## config.mk

```make
export PLATFORM = sky130hd
export DESIGN_NAME = nids_match_top
export DESIGN_NICKNAME = d
export VERILOG_FILES = /design/src/hdl/nids_match_pkg.sv /design/src/hdl/pkt_beat_if.sv /design/src/hdl/beat_fifo.sv /design/src/hdl/nids_match_top.sv /design/src/hdl/sig_dfa.sv /design/src/hdl/stream_context_matcher.sv /design/src/hdl/stream_ingress.sv
export VERILOG_INCLUDE_DIRS = /design/src /design/src/hdl
export SDC_FILE = /design/constraint.sdc
export NUM_CORES = 1
export LEC_CHECK = 0
export BUFFER_PORTS_ARGS = -buffer_cell sky130_fd_sc_hd__buf_2
export CAP_MARGIN = 20
export CORE_AREA = 2 2 237 285
export CTS_CLUSTER_SIZE = 14
export DETAILED_ROUTE_END_ITERATION = 10
export DIE_AREA = 0 0 239 287
export PLACE_DENSITY = 0.37
export SLEW_MARGIN = 20
export SYNTH_ARGS = -nofsm -noshare
export SYNTH_HDL_FRONTEND = slang
export SYNTH_HIERARCHICAL = 1
export SYNTH_SLANG_ARGS = --single-unit
```

## constraint.sdc

```tcl
create_clock -name clk -period 8.5 [get_ports clk]
set_input_delay 2.125 -clock clk [delete_from_list [all_inputs] [get_ports clk]]
set_output_delay 2.125 -clock clk [all_outputs]
set_load 0.005 [all_outputs]
```

## src/hdl/nids_match_consts.svh

```systemverilog
`ifndef NIDS_MATCH_CONSTS_SVH
`define NIDS_MATCH_CONSTS_SVH

// Stream id width, 64 interleaved streams
`define NM_STREAM_W 6

// DFA state width, enough for states 0 to 5
`define NM_STATE_W 3

// Running match count width
`define NM_COUNT_W 16

// Default beat FIFO depth, power of two
`define NM_FIFO_DEPTH 8

// Literal signature "GROUP"
`define NM_SIG_LEN 5
`define NM_SIG_0 8'h47
`define NM_SIG_1 8'h52
`define NM_SIG_2 8'h4f
`define NM_SIG_3 8'h55
`define NM_SIG_4 8'h50

`endif

```

## src/hdl/nids_match_pkg.sv

```systemverilog
package nids_match_pkg;

  // Ingress framing state
  // Idle means no packet is open, a sop is expected next
  typedef enum logic
  {
    FR_IDLE   = 1'b0,
    FR_IN_PKT = 1'b1
  } frame_state_e;

  // Context matcher state
  // Idle only right after reset
  // Load waits for a sop beat and reads the saved context
  // Scan consumes beats up to and including eop
  typedef enum logic [1:0]
  {
    CTX_IDLE = 2'd0,
    CTX_LOAD = 2'd1,
    CTX_SCAN = 2'd2
  } ctx_state_e;

endpackage

```

## src/hdl/pkt_beat_if.sv

```systemverilog
`include "nids_match_consts.svh"

interface pkt_beat_if;

  // Handshake
  logic                    valid;
  logic                    ready;

  // One byte per beat, with packet framing
  logic [7:0]              data;
  logic                    sop;
  logic                    eop;

  // Packet header, carried on every beat of the packet
  logic [`NM_STREAM_W-1:0] stream_id;
  logic                    new_stream;
  logic                    enable;

  // Source side drives everything but ready
  modport producer (output valid, data, sop, eop, stream_id, new_stream, enable,
                    input ready);

  // Sink side drives only ready
  modport consumer (input valid, data, sop, eop, stream_id, new_stream, enable,
                    output ready);

endinterface

```

## src/hdl/beat_fifo.sv

```systemverilog
`include "nids_match_consts.svh"

module beat_fifo #(
  parameter int DEPTH = `NM_FIFO_DEPTH
)
(
  input  logic         clk,
  input  logic         rst_n,
  pkt_beat_if.consumer wr,
  pkt_beat_if.producer rd
);

  localparam int PTR_W  = $clog2(DEPTH);
  localparam int CNT_W  = PTR_W + 1;
  // data, sop, eop, stream id, new stream, enable
  localparam int BEAT_W = 8 + 2 + `NM_STREAM_W + 2;

  logic [BEAT_W-1:0] mem [DEPTH];
  logic [PTR_W-1:0]  wr_ptr;
  logic [PTR_W-1:0]  rd_ptr;
  logic [CNT_W-1:0]  count;
  logic              full;
  logic              wr_fire;
  logic              rd_fire;

  assign full = (count == CNT_W'(DEPTH));

  // Write still allowed when full if the head leaves this cycle
  assign wr.ready = !full || rd.ready;
  assign rd.valid = (count != '0);
  assign {rd.data, rd.sop, rd.eop, rd.stream_id, rd.new_stream, rd.enable} = mem[rd_ptr];

  assign wr_fire = wr.valid && wr.ready;
  assign rd_fire = rd.valid && rd.ready;

  // Beat storage
  always_ff @(posedge clk)
  begin
    if (wr_fire)
      mem[wr_ptr] <= {wr.data, wr.sop, wr.eop, wr.stream_id, wr.new_stream, wr.enable};
  end

  // Pointers wrap on their own, depth is a power of two
  always_ff @(posedge clk)
  begin
    if (!rst_n)
    begin
      wr_ptr <= '0;
      rd_ptr <= '0;
      count  <= '0;
    end
    else
    begin
      if (wr_fire)
        wr_ptr <= wr_ptr + 1'b1;
      if (rd_fire)
        rd_ptr <= rd_ptr + 1'b1;
      if (wr_fire && !rd_fire)
        count <= count + 1'b1;
      else if (rd_fire && !wr_fire)
        count <= count - 1'b1;
    end
  end

endmodule

```

## src/hdl/nids_match_top.sv

```systemverilog
`include "nids_match_consts.svh"

module nids_match_top
(
  input  logic                    clk,
  input  logic                    rst_n,
  input  logic                    in_valid,
  input  logic [7:0]              in_data,
  input  logic                    in_sop,
  input  logic                    in_eop,
  input  logic [`NM_STREAM_W-1:0] in_stream_id,
  input  logic                    in_new_stream,
  input  logic                    in_enable,
  output logic                    in_ready,
  output logic                    pkt_done,
  output logic                    pkt_matched,
  output logic [`NM_STREAM_W-1:0] pkt_stream_id,
  output logic [`NM_COUNT_W-1:0]  match_count,
  output logic                    framing_error
);

  // Framer to FIFO, and FIFO head to matcher
  pkt_beat_if ing_to_fifo ();
  pkt_beat_if fifo_to_ctx ();

  stream_ingress stream_ingress_inst
  (
    .clk           (clk),
    .rst_n         (rst_n),
    .in_valid      (in_valid),
    .in_data       (in_data),
    .in_sop        (in_sop),
    .in_eop        (in_eop),
    .in_stream_id  (in_stream_id),
    .in_new_stream (in_new_stream),
    .in_enable     (in_enable),
    .in_ready      (in_ready),
    .beat_out      (ing_to_fifo.producer),
    .framing_error (framing_error)
  );

  beat_fifo #(
    .DEPTH (`NM_FIFO_DEPTH)
  ) beat_fifo_inst
  (
    .clk   (clk),
    .rst_n (rst_n),
    .wr    (ing_to_fifo.consumer),
    .rd    (fifo_to_ctx.producer)
  );

  stream_context_matcher stream_context_matcher_inst
  (
    .clk           (clk),
    .rst_n         (rst_n),
    .beat_in       (fifo_to_ctx.consumer),
    .pkt_done      (pkt_done),
    .pkt_matched   (pkt_matched),
    .pkt_stream_id (pkt_stream_id),
    .match_count   (match_count)
  );

endmodule

```

## src/hdl/sig_dfa.sv

```systemverilog
`include "nids_match_consts.svh"

module sig_dfa
(
  input  logic [`NM_STATE_W-1:0] state_in,
  input  logic [7:0]             char_in,
  output logic [`NM_STATE_W-1:0] state_out,
  output logic                   accept
);

  // Byte that advances the current state
  logic [7:0] expect_char;

  always_comb
  begin
    case (state_in)
      3'd0:    expect_char = `NM_SIG_0;
      3'd1:    expect_char = `NM_SIG_1;
      3'd2:    expect_char = `NM_SIG_2;
      3'd3:    expect_char = `NM_SIG_3;
      3'd4:    expect_char = `NM_SIG_4;
      // Unreachable states restart on the first byte
      default: expect_char = `NM_SIG_0;
    endcase
  end

  // No self-overlap in the literal, so a miss only checks for a fresh first byte
  always_comb
  begin
    accept    = 1'b0;
    state_out = '0;
    if (char_in == expect_char)
    begin
      // Last byte completes the signature, fall back to state 0
      if (state_in == `NM_STATE_W'(`NM_SIG_LEN - 1))
        accept = 1'b1;
      else
        state_out = state_in + 1'b1;
    end
    else if (char_in == `NM_SIG_0)
    begin
      state_out = `NM_STATE_W'(1);
    end
  end

endmodule

```

## src/hdl/stream_context_matcher.sv

```systemverilog
`include "nids_match_consts.svh"

module stream_context_matcher
  import nids_match_pkg::*;
(
  input  logic                    clk,
  input  logic                    rst_n,
  pkt_beat_if.consumer            beat_in,
  output logic                    pkt_done,
  output logic                    pkt_matched,
  output logic [`NM_STREAM_W-1:0] pkt_stream_id,
  output logic [`NM_COUNT_W-1:0]  match_count
);

  ctx_state_e              ctx_state;

  // Saved DFA state per stream, valid only once a stream has been seen
  logic [`NM_STATE_W-1:0]  ctx_mem [2**`NM_STREAM_W];

  logic [`NM_STATE_W-1:0]  cur_state;
  logic                    match_flag;
  logic [`NM_STATE_W-1:0]  dfa_next;
  logic                    dfa_accept;
  logic                    fire;
  logic                    hit;

  sig_dfa sig_dfa_inst
  (
    .state_in  (cur_state),
    .char_in   (beat_in.data),
    .state_out (dfa_next),
    .accept    (dfa_accept)
  );

  // Load cycle holds the sop beat at the head while the context is read
  assign beat_in.ready = (ctx_state == CTX_SCAN);
  assign fire          = beat_in.valid && beat_in.ready;
  // Packet result including the current byte
  assign hit           = match_flag || dfa_accept;

  always_ff @(posedge clk)
  begin
    if (!rst_n)
    begin
      ctx_state   <= CTX_IDLE;
      pkt_done    <= 1'b0;
      match_count <= '0;
    end
    else
    begin
      pkt_done <= 1'b0;
      case (ctx_state)
        CTX_IDLE:
          ctx_state <= CTX_LOAD;
        CTX_LOAD:
          // Only a sop beat can sit at the head here
          if (beat_in.valid)
            ctx_state <= CTX_SCAN;
        CTX_SCAN:
          if (fire && beat_in.eop)
          begin
            ctx_state <= CTX_LOAD;
            pkt_done  <= 1'b1;
            if (beat_in.enable)
              match_count <= match_count + `NM_COUNT_W'(hit);
          end
        default:
          ctx_state <= CTX_IDLE;
      endcase
    end
  end

  // DFA state, speculative flag and result payload
  always_ff @(posedge clk)
  begin
    if (ctx_state == CTX_LOAD && beat_in.valid)
    begin
      // New stream starts from scratch, otherwise resume
      cur_state  <= beat_in.new_stream ? '0 : ctx_mem[beat_in.stream_id];
      match_flag <= 1'b0;
    end
    else if (fire)
    begin
      cur_state  <= dfa_next;
      match_flag <= hit;
    end
    if (fire && beat_in.eop)
    begin
      pkt_matched   <= hit;
      pkt_stream_id <= beat_in.stream_id;
    end
  end

  // Context save, disabled packets leave the stream untouched
  always_ff @(posedge clk)
  begin
    if (fire && beat_in.eop && beat_in.enable)
      ctx_mem[beat_in.stream_id] <= dfa_next;
  end

endmodule

```

## src/hdl/stream_ingress.sv

```systemverilog
`include "nids_match_consts.svh"

module stream_ingress
  import nids_match_pkg::*;
(
  input  logic                    clk,
  input  logic                    rst_n,
  input  logic                    in_valid,
  input  logic [7:0]              in_data,
  input  logic                    in_sop,
  input  logic                    in_eop,
  input  logic [`NM_STREAM_W-1:0] in_stream_id,
  input  logic                    in_new_stream,
  input  logic                    in_enable,
  output logic                    in_ready,
  pkt_beat_if.producer            beat_out,
  output logic                    framing_error
);

  frame_state_e            frame_state;

  // Header latched from the sop beat
  logic [`NM_STREAM_W-1:0] hdr_stream_id;
  logic                    hdr_new_stream;
  logic                    hdr_enable;

  logic                    frame_ok;
  logic                    drop;
  logic                    fire;

  // Sop only with no open packet, other bytes only inside one
  assign frame_ok = in_sop ? (frame_state == FR_IDLE) : (frame_state == FR_IN_PKT);
  assign drop     = in_valid && !frame_ok;
  assign fire     = beat_out.valid && beat_out.ready;

  // Illegal beats are swallowed here, legal ones see the FIFO's ready
  assign in_ready = drop ? 1'b1 : beat_out.ready;

  // Pass-through, header comes straight from the inputs on sop
  assign beat_out.valid      = in_valid && frame_ok;
  assign beat_out.data       = in_data;
  assign beat_out.sop        = in_sop;
  assign beat_out.eop        = in_eop;
  assign beat_out.stream_id  = in_sop ? in_stream_id  : hdr_stream_id;
  assign beat_out.new_stream = in_sop ? in_new_stream : hdr_new_stream;
  assign beat_out.enable     = in_sop ? in_enable     : hdr_enable;

  // Framing state and sticky error
  always_ff @(posedge clk)
  begin
    if (!rst_n)
    begin
      frame_state   <= FR_IDLE;
      framing_error <= 1'b0;
    end
    else
    begin
      if (drop)
        framing_error <= 1'b1;
      // A sop with eop is a one-byte packet and leaves the state idle
      if (fire && in_eop)
        frame_state <= FR_IDLE;
      else if (fire && in_sop)
        frame_state <= FR_IN_PKT;
    end
  end

  // Header capture on an accepted sop
  always_ff @(posedge clk)
  begin
    if (fire && in_sop)
    begin
      hdr_stream_id  <= in_stream_id;
      hdr_new_stream <= in_new_stream;
      hdr_enable     <= in_enable;
    end
  end

endmodule

```

* After elaboration in Yosys (flattened, before gate mapping)
Memories as Yosys holds them, arrays and structs flattened. A register that Yosys moved wholly into a read port is not among the register bits.
Index checks and enable logic that the tools add are counted.
** Storage, ports and cells
- Register bits after elaboration :: 50
- Bits in latches :: 0
- Bits in writable memories :: 336
- ROM bits :: 0
- Bits of input ports :: 21
- Output and inout bits :: 26
- Logic and storage cells :: 87
- Memories :: 2
** Cells by class
- Add/subtract/negate cells :: 6
- Multipliers :: 0
- Divide/modulo/power cells :: 0
- Magnitude comparators :: 0
- Equal/unequal tests :: 11
- Shift operators :: 0
- Multiplexer cells :: 26
- Bitwise logic cells :: 2
- Reduce and logical (&&, ||, !) cells :: 25
** Memory list
- stream_context_matcher_inst.ctx_mem :: words 64, width 3, read ports 1, clocked after memory_dff 0, write ports 1, line stream_context_matcher.sv:18 : logic [`NM_STATE_W-1:0] ctx_mem [2**`NM_STREAM_W];
- beat_fifo_inst.mem :: words 8, width 18, read ports 1, clocked after memory_dff 1, write ports 1, line beat_fifo.sv:18 : logic [BEAT_W-1:0] mem [DEPTH];
** Operators with widths (number)
- $mux 3 :: 7
- $pmux 5 s4 :: 1
- $add 16x1->16 :: 1
- $mux 1 :: 12
- $logic_and 1x1->1 :: 11
- $add 3x1->3 const B :: 3
- $eq 8x7->1 :: 1
- $eq 8x7->1 const B :: 1
- $mux 4 :: 2
- $eq 3x2->1 const B :: 2
- $mux 6 :: 1
- $pmux 2 s3 :: 1
- $add 4x1->4 const B :: 1
- $eq 4x4->1 const B :: 1
- $logic_not 1->1 :: 4
- $mux 2 :: 2
- $ne 2x1->1 const B :: 2
- $reduce_and 2->1 :: 2
- $reduce_bool 2->1 :: 2
- $reduce_bool 4->1 :: 1
- $sub 4x1->4 const B :: 1
- $eq 3x1->1 const B :: 1
- $eq 3x3->1 const B :: 1
- $reduce_and 3->1 :: 1
- 6 further kinds :: 8

* Logic depth before layout (Yosys ltp)
Gate-level depths: netlist of the first run.
- Depth in word-level cells :: 8
- Depth in mapped cells :: 15
- Mapped depth without buffers :: 14

* Hierarchy
The synthesis of the first run kept the hierarchy.
** Modules (own cells, without submodules)
- stream_context_matcher :: instances 1, cells each 617, area each 9286.4 µm², seq. area each 6466.2 µm²
- beat_fifo :: instances 1, cells each 282, area each 6223.5 µm², seq. area each 4584.4 µm²
- stream_ingress :: instances 1, cells each 40, area each 558.0 µm², seq. area each 280.3 µm²
- sig_dfa :: instances 1, cells each 35, area each 256.5 µm², seq. area each 0.0 µm²

* Worst setup path after synthesis of the first run
No wires, ideal clock.
- Path kind :: input-to-reg
- Start :: input port in_sop
- End :: memory beat_fifo_inst/mem[0][0] in the netlist's numbering (enable)
- Library setup time :: 439 ps
- Arrival time :: 4361 ps
- Data required time :: 8061 ps
- Setup slack :: 3700 ps
- Stages on the path :: 4
- Buffers on the path :: 0
- Path through :: xnor2_1 -> and2b_1 -> o21ai_4 -> nor4_1
** Between the ends
- Longest elaborated chain between the ends :: 5
** RTL lines
- start: declaration :: line nids_match_top.sv:9 : input logic in_sop,
- $mux 1 :: line stream_ingress.sv:32 : assign frame_ok = in_sop ? (frame_state == FR_IDLE) : (frame_state == FR_IN_PKT);
- $logic_and 1x1->1 :: line stream_ingress.sv:40 : assign beat_out.valid = in_valid && frame_ok;
- named net ing_to_fifo.valid :: line pkt_beat_if.sv:6 : logic valid;
- $logic_and 1x1->1 :: line beat_fifo.sv:33 : assign wr_fire = wr.valid && wr.ready;
- $mux 1 :: line beat_fifo.sv:39 : if (wr_fire)
- $mux 1 (implied by the code) :: line beat_fifo.sv:40 : mem[wr_ptr] <= {wr.data, wr.sop, wr.eop, wr.stream_id, wr.new_stream, wr.enable};
- end: declaration :: line beat_fifo.sv:18
The timed path passes the listed nets, and every way through them passes these cells.

* Final worst setup path of the first run
- Start :: input port in_sop
- End :: output port in_ready
** Between the ends
- Longest elaborated chain between the ends :: 4
** RTL lines
- $mux 1 :: line stream_ingress.sv:32
- $logic_not 1->1 :: line stream_ingress.sv:33 : assign drop = in_valid && !frame_ok;
- $logic_and 1x1->1 :: line stream_ingress.sv:33
- $mux 1 :: line stream_ingress.sv:37 : assign in_ready = drop ? 1'b1 : beat_out.ready;
- end: declaration :: line nids_match_top.sv:14 : output logic in_ready,
Every way passes these cells.

==> summary.md, run 1 <==
| Metric | Value |
|---|---|
| Worst EP arrival | 2.88 ns |
| Commonest non-fill, non-tap cell in the layout | edfxtp_1 |
| DRC | 0 |
| Most frequent cells in the layout | edfxtp_1 (346), nor2_1 (74), clkbuf_16 (46), buf_2 (46), mux4_1 (37) |
| Die Wd | 239 um |
| Max-Cap Viols | 0 |
| Worst-path clk slew | 0.06 ns |
| DIE AREA | 68,600 um^2 |
| Share of post-route cells with drive strength above 1 | 0.205 |
| Finished Layout Cells | 1,889 |
| Largest net degree at the start of global routing | 66 |
| Vias per cell | 4.45 |
| Power Total | 4710 uW |
| Antenna Nets Post-Route | 0 |
| Worst slew margin | 0.294 |
| Total number of vias | 8,413 |
| Leak Pwr | 0.00570 uW |
| Final critical-path required period | 5.01 ns |
| Antenna violations before repair | 2 |
| Combinational share of power | 0.154 |
| Synthesis Warnings | 6 |
| Placed Area | 17,100 um^2 |
| Grt total ovfl | 0 |
| First-pass GRT wire length | 60.5 mm |
| Metal3 WL | 1.47 mm |
| P_int | 3450 uW |
| Switch share | 0.268 |
| Reg area | 11,100 um^2 |
| Syn_nets | 996 |
| Post-Synthesis Cell Area | 16,000 um^2 |
| Pre-antenna DRT Iters | 5 |
| Final WL | 40.7 mm |
| Initial core utilization | 0.244 |
| IO Pins | 47 |
| Power share of the clock group | 0.393 |
| Peak supply drop | 0.146 mV |
| H-tree depth | 2 |
| Number of setup buffers added after CTS | 0 |
| Die Span Y | 287 um |
| Setup Viol. Count Final | 0 |
| Fin area | 18,500 um^2 |
| Flop pwr share | 0.453 |
| Measured slew at the worst slew-check pin | 1.06 ns |
| Clock Path Buffers | 3 |
| Synthesized instance count | 962 |
| Area of the multi-input gates | 4550 um^2 |
| Num CTS Buffers | 44 |
| Final GP Congestion | 0.708 |
| Hold Path Stages | 2 |
| WL per Instance | 21.5 um |
| Setup tns final | 0 ns |
| Met1 wire length | 17.8 mm |
| Post-CTS Resized | 0 |
| Endpoint class of the critical path | output pin |
| Clk Latency, worst-skew pair | 0.58 ns |
| CTS tree | yes |
| Crit path max fanout | 12 |
| Crit path launch type | input pin |
| Cells on worst reg2reg path | 13 |
| Highest metal used | met5 |
| Mean Syn Cell Area | 16.6 um^2 |
| Final Hold Violating Endpoints | 0 |
| Clock Root Buffer | clkbuf_16 |
| Placed cells | 1,807 |
| Status | completed |
| Max Fclk | 0.200 GHz |
| RSZ-0062 raised after global routing | no |
| Core Region | 65,700 um^2 |
| Final HPWL DP | 24.5 mm |
| Setup Skew | 0.0353 ns |
| Cts hold-fix bufs | 0 |
| TritonCTS Sinks | 381 |
| Initial DRC Count | 546 |
| Psw | 1260 uW |
| Hold crit path type | flip-flop to flip-flop |
| Setup WS pre-CTS | 3.47 ns |
| Total track usage | 0.120 |
| Setup WS post-layout | 3.49 ns |
| Layout area overhead | 15.7% |
| Fin crit share | 0.589 |
| PwrDens | 254 nW/um^2 |
| Port Buf Inserts | 46 |
| Max Slew Vio Count | 0 |
| CP required | 6.38 ns |
| Vias in the first global route | 8,849 |
| Fill count | 6,628 |
| Layout Nets | 1,047 |
| Critical path class | input pin to output pin |
| FP Rows | 103 |
| Met2 wire len | 20.6 mm |
[power by group through the flow]
stage	Sequential (uW)	Clock (uW)	Combinational (uW)
final	2130	1850	728
after global routing	2140	1980	796
after CTS	2140	1910	744
after detailed placement	2170	0	739
after global placement	2180	0	740
after floorplan	2160	0	528
[path summary, 6_finish.rpt]
path,from,slack [ns],end
min reg2reg,stream_context_matcher_inst/match_flag$_SDFFE_PP0N_,0.46,stream_context_matcher_inst/match_flag$_SDFFE_PP0N_
min,stream_context_matcher_inst/match_flag$_SDFFE_PP0N_,0.46,stream_context_matcher_inst/match_flag$_SDFFE_PP0N_
max reg2reg,flip-flop,3.92,stream_context_matcher_inst/match_count[14]$_SDFFE_PN0P_
max,in_sop,3.49,in_ready
[worst max-delay path: stages]
cell,delay (ns)
buf_2,0.29
xnor2_1,0.15
a21o_1,0.19
buf_2,0.12
[per-layer routing]
layer	global-route usage	up-vias
met3	0.0224	52
met2	0.208	163
met5	0	-
met4	0.0316	2
met1	0.153	4303
li1	-	3893
[metrics by stage]
step / utilization / hold WS, ns
final: 0.282 / 0.457
after global routing: 0.282 / 0.482
after CTS: 0.282 / 0.458
after detailed placement: 0.261 / 0.450
after global placement: 0.260 / 0.445
after floorplan: - / 0.428
[registers in the layout, summed over array words and instances, names as in the netlist, named ones only]
signal	flops
stream_ingress_inst/hdr_stream_id	6
stream_ingress_inst/framing_error	1
stream_context_matcher_inst/ctx_state	2
stream_ingress_inst/hdr_new_stream	1
stream_context_matcher_inst/match_flag	1
beat_fifo_inst/mem	136
beat_fifo_inst/rd_ptr	3
stream_context_matcher_inst/pkt_done	1
stream_context_matcher_inst/match_count	16
stream_context_matcher_inst/cur_state	3
stream_context_matcher_inst/pkt_stream_id	6
beat_fifo_inst/count	4
stream_ingress_inst/frame_state	1
stream_ingress_inst/hdr_enable	1
stream_context_matcher_inst/pkt_matched	1
stream_context_matcher_inst/ctx_mem	192
beat_fifo_inst/wr_ptr	3
[cell type report]
type / count / area share
tap: 840 / 0.0567
clock buffer: 52 / 0.0633
inverter: 17 / 0.00344
multi-input combinational: 504 / 0.245
timing repair buffer: 65 / 0.0201
clock inverter: 29 / 0.0126
sequential: 381 / 0.598
antenna: 1 / 0.000135
Note: power is estimated with default switching activity, not from simulation.
==> run 2: changes to the inputs <==
Settings changed: ABC_AREA set to 1, CORE_AREA 2 2 237 285 to 2 2 242 292, DIE_AREA 0 0 239 287 to 0 0 244 294, PLACE_DENSITY 0.37 to 0.38.
Clock period 8.5 ns to 4.1 ns, I/O delays scaled along.
==> run 2 against run 1 <==
Compared with the run above: register-to-register slack got worse by 3.3 ns; wire length grew 10%; clock skew decreased by 0.0078 ns; synthesized cell count increased by 70%; core utilization barely moved; critical path type is now flip-flop to flip-flop.
==> summary.md, run 2 <==
| Metric | Value |
|---|---|
| Status | completed |
| Critical path's slowest cell | dfxtp_2 |
| Syn_nets | 1,667 (+67%) |
| First-pass GRT wire length | 68.6 mm (+13%) |
| Number of setup buffers added after CTS | 0 (unchanged) |
| Clock Root Buffer | clkbuf_16 |
| Initial core utilization | 0.242 (-0.00134) |
| Biggest regs | stream_context_matcher_inst/ctx_mem x192, beat_fifo_inst/mem x136, stream_context_matcher_inst/match_count x16 |
| Final WL | 44.9 mm (+10%) |
| WL per Instance | 17.0 um (-21%) |
| Total track usage | 0.126 (+0.00583) |
| Synthesis Warnings | 6 (unchanged) |
| Max Slew Vio Count | 0 (unchanged) |
| Placed cells | 2,563 (+42%) |
| Cts hold-fix bufs | 0 (unchanged) |
| Reg with most FFs | stream_context_matcher_inst/ctx_mem |
| Power Total | 10,100 uW (+110%) |
| Final critical-path required period | 3.50 ns |
| Peak supply drop | 0.264 mV (+80%) |
| Share of post-route cells with drive strength above 1 | 0.125 (-0.0799) |
| Final Hold Violating Endpoints | 0 (unchanged) |
| Initial DRC Count | 512 (-6.2%) |
| Vias in the first global route | 11,413 (+29%) |
| H-tree depth | 2 (unchanged) |
| Worst EP arrival | 3.75 ns (+0.87 ns) |
| Setup WS pre-CTS | 0.576 ns (-2.89 ns) |
| Pre-antenna DRT Iters | 4 (-1) |
| Placed Area | 18,100 um^2 (+5.5%) |
| Max incr delay on CP | 0.92 ns (+0.63 ns) |
| Endpoint class of the critical path | flip-flop |
| Antenna Nets Post-Route | 0 (unchanged) |
| Post-Synthesis Cell Area | 16,700 um^2 (+4.6%) |
| Critical path class | flip-flop to flip-flop |
| FP Rows | 106 (+2.9%) |
| Grt total ovfl | 0 (unchanged) |
| CP required | 4.35 ns (-2.03 ns) |
| Hold crit path type | flip-flop to flip-flop |
| CTS tree | yes |
| Total number of vias | 11,023 (+31%) |
| Leak Pwr | 0.00727 uW (+28%) |
| Fin crit share | 0.854 |
| Setup tns final | 0 ns (unchanged) |
| Setup WS post-layout | 0.599 ns (-2.89 ns) |
| Fin area | 19,500 um^2 (+5.1%) |
| Worst slew margin | 0.394 (+0.100) |
| Most frequent cells in the layout | nand2_1 (602), edfxtp_1 (346), nor2_1 (217) |
| Largest net degree at the start of global routing | 110 (+67%) |
| Mean Syn Cell Area | 10.3 um^2 (-38%) |
| Clk Latency, worst-skew pair | 0.59 ns (about the same) |
| Core Region | 69,100 um^2 (+5.1%) |
| DIE AREA | 71,700 um^2 (+4.6%) |
| Final HPWL DP | 27.6 mm (+13%) |
| Die Wd | 244 um (+2.1%) |
| Crit path launch type | flip-flop |
| Cells along the critical path | buf_4 -> o21ai_0 -> o21ai_1 -> nand2_1 -> nand2_1 -> inv_1 -> nor3_1 -> inv_1 -> nor2_1 |
| N_diodes | 0 (-1) |
| Max Fclk | 0.286 GHz |
| RSZ-0062 raised after global routing | no |
| Worst-path clk slew | 0.06 ns (about the same) |
| Commonest non-fill, non-tap cell in the layout | nand2_1 |
| Clock Path Buffers | 3 (unchanged) |
| Measured slew at the worst slew-check pin | 0.909 ns (-0.149 ns) |
| PwrDens | 519 nW/um^2 (+100%) |
| Setup Viol. Count Final | 0 (unchanged) |
| Layout area overhead | 16.3% |
| Max-Cap Viols | 0 (unchanged) |
| DRC | 0 (unchanged) |
| IO Pins | 47 (unchanged) |
| Finished Layout Cells | 2,643 (+40%) |
| Post-CTS Resized | 0 (unchanged) |
| Crit path max fanout | 48 (+36) |
| Antenna violations before repair | 2 (unchanged) |
| Port Buf Inserts | 46 (unchanged) |
| Setup Skew | 0.0275 ns (-0.00778 ns) |
| Final GP Congestion | 0.769 (+8.6%) |
| Num CTS Buffers | 45 (+2.3%) |
| Synthesized instance count | 1,633 (+70%) |
| TritonCTS Sinks | 381 (unchanged) |
| Layout Nets | 1,726 (+65%) |
| Die Span Y | 294 um (+2.4%) |
| Vias per cell | 4.17 (-6.4%) |
| Max reg flops | 192 (unchanged) |
==> run 2: critical path: cells and delay by family (launching register included) <==
family | cells | cell delay (ns)
DFF | 1 | 0.92
and+or+nand+nor | 4 | 1.15
buffers and inverters | 3 | 0.81
AOI/OAI and AO/OA | 2 | 0.28
==> run 2: stage by stage <==
step | hold WS [ns] | util
CTS | 0.449 | 0.282
global route | 0.471 | 0.282
finish | 0.447 | 0.282
floorplan | 0.421 | -
detailed placement | 0.440 | 0.261
global placement | 0.430 | 0.261
==> run 2: where the power goes <==
group / switching, uW / leakage, uW / internal [uW]
registers: 60.1 / 0.00310 / 4300
clock network: 1620 / 0.000687 / 2280
logic: 1310 / 0.00348 / 543
total: 3000 / 0.00727 / 7120
==> run 2: path summary, 6_finish.rpt <==
path,endpoint,from,slack (ns),cells past startpoint
worst max-delay path,stream_context_matcher_inst/ctx_mem[58][1]$_DFFE_PP_,flip-flop,0.60,9
worst min-delay path,stream_context_matcher_inst/match_flag$_SDFFE_PP0N_,stream_context_matcher_inst/match_flag$_SDFFE_PP0N_,0.45,2
worst max register to register,stream_context_matcher_inst/ctx_mem[58][1]$_DFFE_PP_,flip-flop,0.60,9
worst min register to register,stream_context_matcher_inst/match_flag$_SDFFE_PP0N_,stream_context_matcher_inst/match_flag$_SDFFE_PP0N_,0.45,2
==> run 2: final cells by class <==
type	count	area, um^2
timing repair buffer	85	598
tap	918	1150
multi-input combinational	1098	4900
fill	7233	49600
clock buffer	65	1270
sequential	381	11100
clock inverter	15	145
inverter	81	320
==> run 2: per-layer routing <==
layer / routed length (um) / part of all wire / global-route usage / vias to the layer above
met4: 1000 / 0.022 / 0.0379 / 2
met5: 7 / 0.00016 / 0 / -
li1: - / - / - / 5532
met2: 22900 / 0.51 / 0.229 / 132
met1: 19700 / 0.44 / 0.152 / 5290
met3: 1300 / 0.029 / 0.0185 / 67
==> run 3: changes to the inputs <==
Settings changed: GPL_TIMING_DRIVEN set to 0, PLACE_DENSITY 0.38 to 0.37.
Clock period 4.1 ns to 3.55 ns, I/O delays scaled along.
==> run 3 against run 2 <==
Compared with the run above: clock power rose by 15%; setup slack got worse by 0.28 ns; register-to-register slack worse by 0.28 ns; wire length is 14% higher; die area unchanged; via count up 3.3%; clock-buffer cell count shrank 1; global-route usage is 1.6 points higher; critical path type unchanged; critical endpoint is now stream_context_matcher_inst/match_count[12]$_SDFFE_PN0P_.
==> summary.md, run 3 (synthesized netlist as in run 2, its figures left out) <==
| Metric | Value |
|---|---|
| First-pass GRT wire length | 75.2 mm (+9.7%) |
| Crit path launch type | flip-flop |
| Most frequent cells in the layout | nand2_1 (604), edfxtp_1 (346), nor2_1 (216) |
| Critical path class | flip-flop to flip-flop |
| PwrDens | 601 nW/um^2 (+16%) |
| Biggest regs | stream_context_matcher_inst/ctx_mem x192, beat_fifo_inst/mem x136, stream_context_matcher_inst/match_count x16 |
| Max-Cap Viols | 0 (unchanged) |
| Max Slew Vio Count | 0 (unchanged) |
| Placed Area | 18,400 um^2 (+1.7%) |
| Endpoint class of the critical path | flip-flop |
| RSZ-0062 raised after global routing | no |
| Met1 wire length | 21.6 mm (+10%) |
| DIE AREA | 71,700 um^2 (unchanged) |
| Total number of vias | 11,391 (+3.3%) |
| Clock Root Buffer | clkbuf_16 |
| Layout Nets | 1,771 (+2.6%) |
| Metal3 WL | 1.73 mm (+34%) |
| Leak Pwr | 0.00747 uW (+2.8%) |
| Worst-path clk slew | 0.06 ns (about the same) |
| FP Rows | 106 (unchanged) |
| Pre-antenna DRT Iters | 4 (unchanged) |
| Max Fclk | 0.309 GHz (+8.3%) |
| Max reg flops | 192 (unchanged) |
| Reg with most FFs | stream_context_matcher_inst/ctx_mem |
| Share of post-route cells with drive strength above 1 | 0.143 (+0.0177) |
| Peak supply drop | 0.318 mV (+21%) |
| Vias in the first global route | 11,614 (+1.8%) |
| H-tree depth | 2 (unchanged) |
| Hold Path Stages | 2 (unchanged) |
| Antenna Nets Post-Route | 0 (unchanged) |
| Die Wd | 244 um (unchanged) |
| Fin area | 19,900 um^2 (+2.0%) |
| TritonCTS Sinks | 381 (unchanged) |
| Setup Skew | 0.0289 ns (+0.00134 ns) |
| Final GP Congestion | 0.813 (+5.6%) |
| Cells on worst reg2reg path | 21 (+12) |
| Highest metal used | met4 |
| Met2 wire len | 25.9 mm (+13%) |
| Final Hold Violating Endpoints | 0 (unchanged) |
| Setup Viol. Count Final | 0 (unchanged) |
| Initial DRC Count | 636 (+24%) |
| Cts hold-fix bufs | 0 (unchanged) |
| Antenna violations before repair | 0 (-2) |
| CTS tree | yes |
| Grt total ovfl | 0 (unchanged) |
| Crit path max fanout | 10 (-79%) |
| Vias per cell | 4.24 (+1.6%) |
| IO Pins | 47 (unchanged) |
| Fin crit share | 0.911 (+0.0571) |
| N_diodes | 0 (unchanged) |
| Die Span Y | 294 um (unchanged) |
| Final critical-path required period | 3.23 ns (-0.267 ns) |
| CP required | 4.02 ns (-0.33 ns) |
| Num CTS Buffers | 44 (-2.2%) |
| Largest net degree at the start of global routing | 34 (-69%) |
| Commonest non-fill, non-tap cell in the layout | nand2_1 |
| DRC | 0 (unchanged) |
| Measured slew at the worst slew-check pin | 0.732 ns (-0.177 ns) |
| Setup WS pre-CTS | -0.262 ns (-0.838 ns) |
| Total track usage | 0.142 (+0.0159) |
| Worst EP arrival | 3.70 ns (-0.05 ns) |
| Setup WS post-layout | 0.316 ns (-0.283 ns) |
| Core Region | 69,100 um^2 (unchanged) |
| Hold crit path type | flip-flop to flip-flop |
| Clk Latency, worst-skew pair | 0.60 ns (about the same) |
| WL per Instance | 18.9 um (+12%) |
| Status | completed |
| Power Total | 11,900 uW (+18%) |
| Final WL | 50.9 mm (+14%) |
| Worst slew margin | 0.512 (+0.118) |
| Final HPWL DP | 34.9 mm (+26%) |
| Port Buf Inserts | 38 (-17%) |
| Clock Path Buffers | 3 (unchanged) |
| Layout area overhead | 18.6% |
| Initial core utilization | 0.242 (unchanged) |
==> run 3: cell count changes in the layout (fill, tap and decap cells not counted), moves of 3 or more <==
cell      change
buf_1         +7
buf_12        -3
buf_16        +3
buf_2        +21
buf_4         -5
buf_6        +18
clkbuf_4      +3
clkinv_1      -3
nor2_2        -4
nor2_4        +5
==> run 3: metal layers <==
metal / track usage / vias up
met5: 0 / -
met4: 0.0488 / 0
met3: 0.0213 / 86
met2: 0.256 / 200
met1: 0.170 / 5484
li1: - / 5621
==> run 3: metrics by stage <==
stage	util	hold WS (ns)	TNS, ns	instances
final	0.287	0.441	0	2688
after global routing	0.287	0.456	0	2688
after CTS	0.286	0.443	0	2686
after detailed placement	0.266	0.434	-10.24	2603
after global placement	0.262	0.431	-540.92	2589
after floorplan	-	0.421	0	1633
==> run 3: worst paths after layout <==
check | start | end | slack (ns)
worst min-delay path | stream_context_matcher_inst/match_flag$_SDFFE_PP0N_ | stream_context_matcher_inst/match_flag$_SDFFE_PP0N_ | 0.44
worst min register to register | stream_context_matcher_inst/match_flag$_SDFFE_PP0N_ | stream_context_matcher_inst/match_flag$_SDFFE_PP0N_ | 0.44
worst max-delay path | flip-flop | stream_context_matcher_inst/match_count[12]$_SDFFE_PN0P_ | 0.32
worst max register to register | flip-flop | stream_context_matcher_inst/match_count[12]$_SDFFE_PN0P_ | 0.32
==> run 3: where the power goes <==
part / switching (uW) / total (uW) / leakage (uW) / internal (uW)
sequential: 48.1 / 5010 / 0.00310 / 4960
combinational: 1760 / 2440 / 0.00369 / 680
clock: 1910 / 4470 / 0.000679 / 2560
==> run 3: final cells by class <==
class,count,area [um^2]
Buffer,73,517
Clock buffer,64,1230
Clock inverter,15,176
Fill cell,7288,49200
Inverter,81,324
Multi-Input combinational cell,1098,4930
Sequential cell,381,11100
Tap cell,918,1150
Timing Repair Buffer,58,442
==> run 3: repair_timing <==
item,in CTS,in global routing
endpoints found under the setup margin,48,13
resized for setup,0,17
buffers inserted,4,2
pin swaps,2,1
==> run 3: critical path, cell delays in order (launching register included) <==
cell and delay (ns):
dfxtp_1 0.30, buf_6 0.15, inv_4 0.15, buf_8 0.18
nor2_1 0.05, o21ai_1 0.15, nand2_1 0.07, nand2_1 0.08
nand2_1 0.12, nor2_1 0.11, nand3_1 0.11, nor2_4 0.13
nand3_4 0.12, nor2_1 0.12, or2_2 0.15, ha_1 0.18
ha_1 0.24, nand4_1 0.13, nor3_1 0.21, nand4_1 0.15
xor2_1 0.16, nor2_1 0.05
